### config.mk
export PLATFORM = sky130hd
export DESIGN_NAME = fft16_top
export DESIGN_NICKNAME = d
export VERILOG_FILES = /design/src/fft_pkg.sv /design/src/fft_twiddle_rom.sv /design/src/fft_butterfly.sv /design/src/fft_sample_ram.sv /design/src/fft_mem_arbiter.sv /design/src/fft_sequencer.sv /design/src/fft16_top.sv
export SDC_FILE = /design/constraint.sdc
export NUM_CORES = 2
export LEC_CHECK = 0
export BUFFER_PORTS_ARGS = -buffer_cell sky130_fd_sc_hd__buf_4
export CAP_MARGIN = 40
export CORE_AREA = 10 10 421 423
export DETAILED_ROUTE_END_ITERATION = 6
export DIE_AREA = 0 0 431 433
export SKIP_LAST_GASP = 1
export SLEW_MARGIN = 20
export SYNTH_ARGS = -nofsm -noshare
export SYNTH_HDL_FRONTEND = slang
export SYNTH_SLANG_ARGS = --single-unit
### constraint.sdc
create_clock -name i_clk -period 12 [get_ports i_clk]
set_input_delay 0.6 -clock i_clk [delete_from_list [all_inputs] [get_ports i_clk]]
set_output_delay 0.6 -clock i_clk [all_outputs]
set_load 0.01 [all_outputs]
### src/fft_pkg.sv
`default_nettype none

package fft_pkg;

	// sample component width
	localparam int data_w = 16;
	// q8 fixed point
	localparam int frac_w = 8;

	// transform length, fixed
	localparam int n_points = 16;
	// log2 of n_points
	localparam int addr_w = 4;
	// enough for four stages
	localparam int stage_w = 2;

	// one complex word, re in the upper half
	typedef struct packed {
		logic signed [data_w-1:0] re;
		logic signed [data_w-1:0] im;
	} cplx_t;

	// both read ports of the sample ram
	typedef struct packed {
		logic [addr_w-1:0] a_addr;
		logic [addr_w-1:0] b_addr;
	} ram_rd_t;

	// both write ports, one shared enable
	typedef struct packed {
		logic en;
		logic [addr_w-1:0] a_addr;
		logic [addr_w-1:0] b_addr;
		cplx_t a_data;
		cplx_t b_data;
	} ram_wr_t;

endpackage

`default_nettype wire

### src/fft_twiddle_rom.sv
`timescale 1ns/1ps
`default_nettype none

module fft_twiddle_rom #(
	parameter int data_w = fft_pkg::data_w,
	parameter int frac_w = fft_pkg::frac_w
) (
	input wire logic i_clk,
	input wire logic [fft_pkg::addr_w-2:0] idx,
	output fft_pkg::cplx_t tw
);

	import fft_pkg::*;

	// table entries in q8
	int q8_re;
	int q8_im;

	// W16^k = cos(2pi k/16) - j sin(2pi k/16), rounded
	always_comb begin
		case (idx)
			3'd0: begin q8_re = 256;  q8_im = 0;    end
			3'd1: begin q8_re = 237;  q8_im = -98;  end
			3'd2: begin q8_re = 181;  q8_im = -181; end
			3'd3: begin q8_re = 98;   q8_im = -237; end
			3'd4: begin q8_re = 0;    q8_im = -256; end
			3'd5: begin q8_re = -98;  q8_im = -237; end
			3'd6: begin q8_re = -181; q8_im = -181; end
			default: begin q8_re = -237; q8_im = -98; end
		endcase
	end

	// rescale to frac_w, exact for frac_w of 8 and up
	// registered so tw lines up with the ram read of the same butterfly
	always_ff @(posedge i_clk) begin
		tw.re <= data_w'(q8_re * (1 << frac_w) / 256);
		tw.im <= data_w'(q8_im * (1 << frac_w) / 256);
	end

endmodule

`default_nettype wire

### src/fft_butterfly.sv
`timescale 1ns/1ps
`default_nettype none

module fft_butterfly #(
	parameter int data_w = fft_pkg::data_w,
	parameter int frac_w = fft_pkg::frac_w
) (
	input wire logic i_clk,
	input wire logic rst,
	input wire fft_pkg::cplx_t a,
	input wire fft_pkg::cplx_t b,
	input wire fft_pkg::cplx_t tw,
	output fft_pkg::cplx_t y0,
	output fft_pkg::cplx_t y1
);

	// double width for the partial products
	localparam int prod_w = 2 * data_w;

	// partial products of b * tw
	logic signed [prod_w-1:0] rr;
	logic signed [prod_w-1:0] ii;
	logic signed [prod_w-1:0] ri;
	logic signed [prod_w-1:0] ir;

	// rotated b, still wide
	logic signed [prod_w-1:0] p_re;
	logic signed [prod_w-1:0] p_im;

	// sum and difference before halving
	logic signed [prod_w-1:0] s0_re;
	logic signed [prod_w-1:0] s0_im;
	logic signed [prod_w-1:0] s1_re;
	logic signed [prod_w-1:0] s1_im;

	always_comb begin
		rr = b.re * tw.re;
		ii = b.im * tw.im;
		ri = b.re * tw.im;
		ir = b.im * tw.re;
		// each product truncated back to frac_w fraction bits
		p_re = (rr >>> frac_w) - (ii >>> frac_w);
		p_im = (ri >>> frac_w) + (ir >>> frac_w);
		// a sign extended to prod_w
		s0_re = a.re + p_re;
		s0_im = a.im + p_im;
		s1_re = a.re - p_re;
		s1_im = a.im - p_im;
	end

	// halve every stage so 16 points never overflow
	always_ff @(posedge i_clk) begin
		if (rst) begin
			y0 <= '0;
			y1 <= '0;
		end else begin
			y0.re <= data_w'(s0_re >>> 1);
			y0.im <= data_w'(s0_im >>> 1);
			y1.re <= data_w'(s1_re >>> 1);
			y1.im <= data_w'(s1_im >>> 1);
		end
	end

endmodule

`default_nettype wire

### src/fft_sample_ram.sv
`timescale 1ns/1ps
`default_nettype none

module fft_sample_ram (
	input wire logic i_clk,
	input wire fft_pkg::ram_rd_t rd,
	input wire fft_pkg::ram_wr_t wr,
	output fft_pkg::cplx_t a_q,
	output fft_pkg::cplx_t b_q
);

	import fft_pkg::*;

	// sixteen complex words, flops
	cplx_t mem [n_points];

	// both reads combinational
	assign a_q = mem[rd.a_addr];
	assign b_q = mem[rd.b_addr];

	// butterfly pair written in one edge
	// host load drives both ports to the same slot
	always_ff @(posedge i_clk) begin
		if (wr.en) begin
			mem[wr.a_addr] <= wr.a_data;
			mem[wr.b_addr] <= wr.b_data;
		end
	end

endmodule

`default_nettype wire

### src/fft_mem_arbiter.sv
`timescale 1ns/1ps
`default_nettype none

module fft_mem_arbiter (
	input wire logic i_clk,
	input wire logic rst,
	input wire logic busy,
	input wire fft_pkg::ram_rd_t eng_rd,
	input wire fft_pkg::ram_wr_t eng_wr,
	input wire logic ld_en,
	input wire logic [fft_pkg::addr_w-1:0] ld_addr,
	input wire fft_pkg::cplx_t ld_data,
	input wire logic [fft_pkg::addr_w-1:0] rd_addr,
	output fft_pkg::ram_rd_t ram_rd,
	output fft_pkg::ram_wr_t ram_wr,
	input wire fft_pkg::cplx_t a_q,
	output fft_pkg::cplx_t rd_data
);

	import fft_pkg::*;

	// load address with bit order flipped
	logic [addr_w-1:0] ld_rev;

	// dit input order, so bins come out natural
	always_comb begin
		for (int i = 0; i < addr_w; i++) begin
			ld_rev[i] = ld_addr[addr_w-1-i];
		end
	end

	// engine wins outright while busy
	// host loads in that window are lost
	always_comb begin
		if (busy) begin
			ram_rd = eng_rd;
			ram_wr = eng_wr;
		end else begin
			ram_rd.a_addr = rd_addr;
			ram_rd.b_addr = rd_addr;
			ram_wr.en = ld_en;
			ram_wr.a_addr = ld_rev;
			ram_wr.b_addr = ld_rev;
			ram_wr.a_data = ld_data;
			ram_wr.b_data = ld_data;
		end
	end

	// host read data, one cycle after rd_addr
	always_ff @(posedge i_clk) begin
		if (rst) begin
			rd_data <= '0;
		end else begin
			rd_data <= a_q;
		end
	end

endmodule

`default_nettype wire

### src/fft_sequencer.sv
`timescale 1ns/1ps
`default_nettype none

module fft_sequencer (
	input wire logic i_clk,
	input wire logic rst,
	input wire logic start,
	output logic busy,
	output logic [fft_pkg::stage_w-1:0] stage,
	output fft_pkg::ram_rd_t eng_rd,
	output logic [fft_pkg::addr_w-2:0] tw_idx,
	input wire fft_pkg::cplx_t y0,
	input wire fft_pkg::cplx_t y1,
	output fft_pkg::ram_wr_t eng_wr,
	output logic o_butterfly_done,
	output logic o_fft_cycle_done
);

	import fft_pkg::*;

	// 8 issue cycles then 2 drain cycles per stage
	localparam int bf_per_stage = n_points / 2;
	localparam int stage_len = bf_per_stage + 2;

	// cycle within the current stage
	logic [3:0] cnt;
	// butterfly index j
	logic [addr_w-2:0] j;
	logic [addr_w-1:0] span;
	logic [addr_w-1:0] offset;
	logic [addr_w-1:0] a_addr;
	logic [addr_w-1:0] b_addr;
	logic issue;

	// valid bits of the two in-flight butterflies
	logic iss_q;
	logic wr_en;
	// write-back addresses, second delay
	logic [addr_w-1:0] wa_q;
	logic [addr_w-1:0] wb_q;

	always_comb begin
		j = cnt[addr_w-2:0];
		span = addr_w'(1) << stage;
		// position of j inside its group
		offset = {1'b0, j} & (span - 1'b1);
		// group base is j with a zero bit slipped in at bit stage
		a_addr = (({1'b0, j} >> stage) << (stage + 1)) | offset;
		b_addr = a_addr + span;
		// offset * 8 / span
		tw_idx = offset[addr_w-2:0] << (addr_w - 1 - stage);
		issue = busy && (cnt < bf_per_stage);
	end

	// control state
	always_ff @(posedge i_clk) begin
		if (rst) begin
			busy <= 1'b0;
			stage <= '0;
			cnt <= '0;
			iss_q <= 1'b0;
			wr_en <= 1'b0;
			o_fft_cycle_done <= 1'b0;
		end else begin
			o_fft_cycle_done <= 1'b0;
			iss_q <= issue;
			wr_en <= iss_q;
			if (!busy) begin
				// start only counts while idle
				if (start) begin
					busy <= 1'b1;
					stage <= '0;
					cnt <= '0;
				end
			end else if (cnt == stage_len - 1) begin
				cnt <= '0;
				// wraps back to 0 after the last stage
				stage <= stage + 1'b1;
				if (stage == stage_w'(addr_w - 1)) begin
					busy <= 1'b0;
					o_fft_cycle_done <= 1'b1;
				end
			end else begin
				cnt <= cnt + 1'b1;
			end
		end
	end

	// read addresses registered, then held one more cycle for write-back
	always_ff @(posedge i_clk) begin
		eng_rd.a_addr <= a_addr;
		eng_rd.b_addr <= b_addr;
		wa_q <= eng_rd.a_addr;
		wb_q <= eng_rd.b_addr;
	end

	// y0/y1 are already registered in the butterfly
	always_comb begin
		eng_wr.en = wr_en;
		eng_wr.a_addr = wa_q;
		eng_wr.b_addr = wb_q;
		eng_wr.a_data = y0;
		eng_wr.b_data = y1;
	end

	// one pulse per write-back
	assign o_butterfly_done = wr_en;

endmodule

`default_nettype wire

### src/fft16_top.sv
`timescale 1ns/1ps
`default_nettype none

module fft16_top #(
	parameter int data_w = fft_pkg::data_w,
	parameter int frac_w = fft_pkg::frac_w
) (
	input wire logic i_clk,
	input wire logic rst,
	input wire logic ld_en,
	input wire logic [fft_pkg::addr_w-1:0] ld_addr,
	input wire fft_pkg::cplx_t ld_data,
	input wire logic start,
	output logic busy,
	input wire logic [fft_pkg::addr_w-1:0] rd_addr,
	output fft_pkg::cplx_t rd_data,
	output logic o_butterfly_done,
	output logic o_fft_cycle_done,
	output logic [fft_pkg::stage_w-1:0] mux_switcher_butterfly
);

	import fft_pkg::*;

	// engine side ram requests
	ram_rd_t eng_rd;
	ram_wr_t eng_wr;
	// granted requests into the ram
	ram_rd_t ram_rd;
	ram_wr_t ram_wr;
	// ram read data
	cplx_t a_q;
	cplx_t b_q;
	// twiddle path
	logic [addr_w-2:0] tw_idx;
	cplx_t tw;
	// butterfly results
	cplx_t y0;
	cplx_t y1;

	fft_sequencer u_seq (
		.i_clk(i_clk),
		.rst(rst),
		.start(start),
		.busy(busy),
		.stage(mux_switcher_butterfly),
		.eng_rd(eng_rd),
		.tw_idx(tw_idx),
		.y0(y0),
		.y1(y1),
		.eng_wr(eng_wr),
		.o_butterfly_done(o_butterfly_done),
		.o_fft_cycle_done(o_fft_cycle_done)
	);

	// host or engine onto the ram
	fft_mem_arbiter u_arb (
		.i_clk(i_clk),
		.rst(rst),
		.busy(busy),
		.eng_rd(eng_rd),
		.eng_wr(eng_wr),
		.ld_en(ld_en),
		.ld_addr(ld_addr),
		.ld_data(ld_data),
		.rd_addr(rd_addr),
		.ram_rd(ram_rd),
		.ram_wr(ram_wr),
		.a_q(a_q),
		.rd_data(rd_data)
	);

	fft_sample_ram u_ram (
		.i_clk(i_clk),
		.rd(ram_rd),
		.wr(ram_wr),
		.a_q(a_q),
		.b_q(b_q)
	);

	fft_twiddle_rom #(
		.data_w(data_w),
		.frac_w(frac_w)
	) u_rom (
		.i_clk(i_clk),
		.idx(tw_idx),
		.tw(tw)
	);

	// single butterfly, shared by all 32
	fft_butterfly #(
		.data_w(data_w),
		.frac_w(frac_w)
	) u_bfly (
		.i_clk(i_clk),
		.rst(rst),
		.a(a_q),
		.b(b_q),
		.tw(tw),
		.y0(y0),
		.y1(y1)
	);

endmodule

`default_nettype wire

# Word level (Yosys, flattened, before mapping)
# Memory sizes are Yosys's and may differ from the RTL's.
# Index checks and enable logic that the tools add are counted.
[op_classes]
add_sub_neg = 12
n_mul = 4
order_cmp = 1
eq_ne = 9
shift = 4
mux = 17
bitwise_logic = 4
n_reduce_logical = 7
[ops]
columns = ["operator", "count"]
rows = [
  ["one-hot mux 16 bit (7 select lines)", 1],
  ["multiplier 16 x 16 -> 25 bit", 4],
  ["2-to-1 mux 73 bit", 1],
  ["one-hot mux 16 bit (4 select lines)", 1],
  ["adder 16 x 17 -> 17 bit", 2],
  ["subtractor 16 x 17 -> 17 bit", 2],
  ["left shift 3 x 32 -> 3 bit", 1],
  ["left shift 4 x 32 -> 4 bit", 1],
  ["adder 17 bit", 1],
  ["subtractor 17 bit", 1],
  ["2-to-1 mux 4 bit", 3],
  ["== test 3 bit (second input constant)", 3],
  ["2-to-1 mux 8 bit", 1],
  ["2-to-1 mux 1 bit", 7],
  ["== test 3 x 2 -> 1 bit (second input constant)", 2],
  ["2-to-1 mux 2 bit", 3],
  ["adder 4 x 1 -> 4 bit (second input constant)", 1],
  ["adder 4 bit", 1],
  ["bitwise AND 3 x 4 -> 4 bit", 1],
  ["== test 4 bit (second input constant)", 1],
  ["less-than comparator 4 bit (second input constant)", 1],
  ["OR 4 bit", 1],
  ["OR reduction 2 bit", 2],
  ["left shift 1 x 2 -> 4 bit (first input constant)", 1],
  ["other kinds (14)", 15],
]
[word_totals]
register_bits = 154
mem_bits_rw = 512
inputBits = 44
out_inout_bits = 37
elab_cells = 77
memories = 1
[mem_list]
columns = ["name", "words", "word_bits", "rd", "rd_clocked_by_memory_dff", "wr", "line", "text"]
rows = [
  ["u_ram.mem", 16, 32, 2, 0, 2, "fft_sample_ram.sv:15", "cplx_t mem [n_points];"],
]

# Longest topological paths before layout
[logic_depth]
ltp_word = 7
depth_mapped = 54

# Modules after synthesis
# Synthesis repeated with hierarchy kept, for this count alone.
[unflattened]
hier_cells = 6359
area_unflattened_um2 = 70033.4
[modules_own_cells]
columns = ["mod", "n_inst", "cells_each", "area_per_inst_um2", "seq_area_each_um2"]
rows = [
  ["fft_butterfly", 1, 4238, 36592.6, 1281.2],
  ["fft_sample_ram", 1, 1732, 29330.6, 15374.7],
  ["fft_mem_arbiter", 1, 157, 1885.6, 640.6],
  ["fft_sequencer", 1, 172, 1610.3, 520.5],
  ["fft_twiddle_rom", 1, 60, 614.3, 320.3],
]

# Worst setup path before layout
# OpenSTA, ideal clock, no wires.
[synth_path]
path_kind = "reg2reg"
start = "reg u_seq.busy"
end = "reg u_bfly.y1[15] (netlist name)"
setup_ns = 0.128
t_arrival_ns = 10.693
required_ns = 11.872
setup_slack_ns = 1.179
path_stages_with_launch = 48
synth_period_minus_slack_ns = 10.821
path_cell_list = "dfxtp_1 > buf_6 > mux2i_4 > buf_6 > buf_12 > buf_6 > buf_2 > buf_2 > mux4_2 > nand2_1 > a31oi_1 > clkbuf_1 > nand2_1 > fa_1 > inv_1 > fa_1 > ha_1 > fa_1 > [... 12 more ...] > o21bai_1 > a21oi_1 > o21bai_1 > a21oi_1 > o21bai_1 > a21oi_1 > o21ai_0 > a21o_1 > a21o_1 > xor2_1 > ha_1 > clkbuf_1 > nor2_1 > a221oi_1 > o21bai_1 > a21oi_1 > xnor2_1 > nor2_1"
[synth_between]
elab_chain_cells = 5
elab_cells_between_ends = 6
cone_classes = "add/sub: 2; mul: 2; mux: 1; memory: 1"
[synth_lines]
columns = ["item", "line", "text"]
rows = [
  ["start: declaration", "fft_sequencer.sv:8", "output logic busy,"],
  ["start signal: assignment", "fft_sequencer.sv:58", "busy <= 1'b0;"],
  ["start signal: assignment", "fft_sequencer.sv:71", "busy <= 1'b1;"],
  ["start signal: assignment", "fft_sequencer.sv:80", "busy <= 1'b0;"],
  ["2-to-1 mux 8 bit (*)", "fft_mem_arbiter.sv:35", "if (busy) begin"],
  ["memory read (16 x 32 bit) (*)", "--", ""],
  ["multiplier 16 x 16 -> 25 bit (on tied branches)", "fft_butterfly.sv:39, fft_butterfly.sv:40", ""],
  ["adder 17 bit", "fft_butterfly.sv:43", "p_im = (ri >>> frac_w) + (ir >>> frac_w);"],
  ["subtractor 16 x 17 -> 17 bit (*)", "fft_butterfly.sv:48", "s1_im = a.im - p_im;"],
]
# Every way passes the cells marked *; elsewhere a longest branch is shown, timed or not.
# A chain may end at the register's enable or synchronous reset.

# Final worst setup path
[layout_path]
start = "reg u_seq.busy"
end = "reg u_bfly.y1[15] (netlist name)"
[layout_between]
elab_chain_cells = 5
elab_cells_between_ends = 6
cone_classes = "add/sub: 2; mul: 2; mux: 1; memory: 1"
[layout_lines]
columns = ["item", "line"]
rows = [
  ["2-to-1 mux 8 bit (*)", "fft_mem_arbiter.sv:35"],
  ["memory read (16 x 32 bit) (*)", "--"],
  ["multiplier 16 x 16 -> 25 bit (on tied branches)", "fft_butterfly.sv:39, fft_butterfly.sv:40"],
  ["adder 17 bit", "fft_butterfly.sv:43"],
  ["subtractor 16 x 17 -> 17 bit (*)", "fft_butterfly.sv:48"],
]
# Marked as above.

==> flow_metrics.env <==
export IMPL_fp_row_count=151
export IMPL_insertion_delay_ns=0.66
export IMPL_grt_max_degree=96
export IMPL_start_kind="flop"
export IMPL_powerDensity_mw_per_mm2=99.3
export IMPL_clkTransAtPathRegs_ns=0.07
export IMPL_max_slew_margin_rel_pct=24.0
export IMPL_syn_avg_cell_area_um2=10.1
export IMPL_drc_errors=0
export IMPL_ys_ff_latch=650
export IMPL_coreArea_mm2=0.169
export IMPL_nets=7848
export IMPL_ant_nets=0
export IMPL_post_cts_setup_buffers=0
export IMPL_drt_iter0_markers=4571
export IMPL_syn_instance_count=6657
export IMPL_seqPwrFrac_pct=37.7
export IMPL_clockRootBuffer="clkbuf_16"
export IMPL_syn_nets=7870
export IMPL_end_kind="flop"
export IMPL_combPwrFrac_pct=33.8
export IMPL_dieArea_mm2=0.187
export IMPL_grt_ovfl_total=0
export IMPL_drive_above_1_share_pct=11.3
export IMPL_period_share_pct=93.2
export IMPL_grt_usage_pct=23.0
export IMPL_initial_core_util_pct=39.8
export IMPL_p_int_mw=4.75
export IMPL_ys_seq_area_share_pct=27.0
export IMPL_firstDrtPassIters=7
export IMPL_cts_tree="built"
export IMPL_io_pins=81
export IMPL_ir_drop_mv=0.116
export IMPL_async_flop_share_pct=0
export IMPL_critPathMaxStageDelay_ns=0.63
export IMPL_cts_buffer_depth=3
export IMPL_cap_violations=0
export IMPL_fin_skew_ns=0.0320
export IMPL_max_freq_ghz=0.0894
export IMPL_htreeDepth=2
export IMPL_netlist_top_cells_count="1,079 x inv_1, 715 x fa_1, 591 x nor2_1"
export IMPL_fin_setup_tns_ns=0
export IMPL_cts_inserted_buffers=60
export IMPL_vias=49524
export IMPL_die_h_um=433
export IMPL_status="completed"
export IMPL_cts_resized=0
export IMPL_fp_dieW_um=431
export IMPL_netlist_top_cells_area="edfxtp_1 23%, fa_1 21%, ha_1 8.5%, mux4_2 7.7%, inv_1 6.0%"
export IMPL_worstPathRequired_ns=12.54
export IMPL_crit_top_cell="fa_1"
export IMPL_worst_pin_slew_ns=1.14
export IMPL_synth_most_common_cell="inv_1"
export IMPL_final_util_pct=43.7
export IMPL_clkPwrFrac_pct=28.5
export IMPL_worst_path_max_delay_cell="mux2i_4"
export IMPL_synth_edf_count=512
export IMPL_wl_per_cell_um=24.4
export IMPL_fillers=15866
export IMPL_finalSetupViolCount=0
export IMPL_crit_path_max_fanout=18
export IMPL_p_switching_mw=2.57
export IMPL_area_growth_pct=9.82
export IMPL_synth_ff_type="edfxtp_1"
export IMPL_min_period_ns=11.19
export IMPL_place_port_buffers=80
export IMPL_antenna_found_initial=7
export IMPL_wirelength_um=218000
export IMPL_arrival_ns=11.73
export IMPL_worstSetupPathType="reg -> reg"
export IMPL_grt_pass1_vias=50880
export IMPL_whs_path_depth=4
export IMPL_synth_top_cell_by_area="edfxtp_1"
export IMPL_rsz0062_at_grt="false"
export IMPL_vias_per_cell=5.56
export IMPL_grt_pass1_wl_um=326000
export IMPL_ys_warn_count=0
export IMPL_holdCritPathClass="in -> reg"
export IMPL_gp_congestion=0.922
export IMPL_p_leak_nw=33.0
export IMPL_synth_cell_types=77
export IMPL_reg2reg_setup_slack_ns=0.81
export IMPL_p_sw_share_pct=35.1
export IMPL_hold_buffers=0
export IMPL_drv_slew=0
export IMPL_cts_sinks=650
export IMPL_hpwl_um=161000
export IMPL_final_hold_viol_count=0
export IMPL_ff2ff_path_depth=41
export IMPL_netlist_area_mm2=0.0672
export IMPL_synth_top_area_share_pct=22.9
[logic make-up after synthesis]
kind of cell    after synthesis  synth area share [%]
compound gates              964                  8.58
xor+xnor                    237                  3.18
fa+ha+maj                  1169                  29.8
buf+inv                    1472                  8.44
flops                       650                  27.0
mux                         445                  11.2
simple gates               1720                  11.9
[sequential cells by signal, summed over array words and instances (netlist names)]
signal and cells:
u_seq.stage 2, u_seq.cnt 4, u_seq.busy 1, u_seq.wa_q 4, u_seq.wb_q 4, u_arb.rd_data 32, u_seq.o_butterfly_done 1, u_bfly.y0 32
u_seq.o_fft_cycle_done 1, u_ram.mem 512, u_rom.tw 16, u_bfly.y1 32, u_seq.iss_q 1, u_seq.eng_rd 8
[final cells by class]
type	count	area [um^2]	area share, %
repair buffers	309	2780	3.77
diodes	5	12.5	0.0170
multi-input cells	4535	43900	59.5
inverters	1079	4050	5.49
clock inverters	33	397	0.538
well taps	2218	2780	3.76
clock buffers	79	1710	2.32
flip-flops and latches	650	18100	24.6
[power groups by stage]
stage | Sequential [mW] | Combinational (mW) | Clock (mW)
finish | 2.76 | 2.48 | 2.09
global route | 2.77 | 2.68 | 2.17
CTS | 2.75 | 2.44 | 2.10
detailed placement | 2.80 | 2.42 | 0
global placement | 2.80 | 2.37 | 0
floorplan | 2.74 | 1.61 | 0
[per-layer routing]
metal	global-route usage [%]	part of all wire, %
met1	28.5	38
met2	39.6	48
met3	3.13	7.8
met4	11.1	5.7
met5	0	0.0060
[cells in the final DEF (no fill, tap or decap), drive strengths merged, types with 32 or more instances in the layout]
master,instances
inv,1085
fa,715
nor2,591
a21oi,533
edfxtp,512
nand2,490
ha,454
and2,318
buf,306
mux4,235
mux2i,197
xnor2,174
dfxtp,138
nor2b,94
clkbuf,82
a21o,81
o21ai,78
a31oi,68
xor2,59
nand3,54
nand2b,51
nor3,47
a211oi,41
o21bai,32
[worst max-delay path, delay by kind of cell, from the launching register on]
family,cells,cell delay (ns)
adder cells (fa/ha/maj),9,4.03
AO/OA/AOI/OAI,13,2.86
multiplexers,2,1.16
buffers and inverters,8,1.13
AND/OR/NAND/NOR,6,0.83
flip-flops,1,0.57
XOR/XNOR,3,0.43
[stage by stage]
step / hold slack, ns / cells / power, mW / instance area [um^2] / setup slack [ns]
detailed placement: 0.386 / 8781 / 5.21 / 71500 / 0.776
finish: 0.262 / 8908 / 7.33 / 73800 / 0.810
global placement: 0.388 / 8740 / 5.17 / 70900 / 0.814
CTS: 0.238 / 8893 / 7.29 / 73600 / 0.787
floorplan: 0.346 / 6657 / 4.35 / 67200 / 1.18
global route: 0.311 / 8906 / 7.62 / 73800 / 0.150
[final timing paths]
path | end | from
max | u_bfly.y1[15] | u_seq.busy
min reg2reg | u_seq.wa_q[2] | u_seq.eng_rd[6]
max reg2reg | u_bfly.y1[15] | u_seq.busy
min | u_seq.cnt[1] | start
Power figures use the tool's default switching activity.
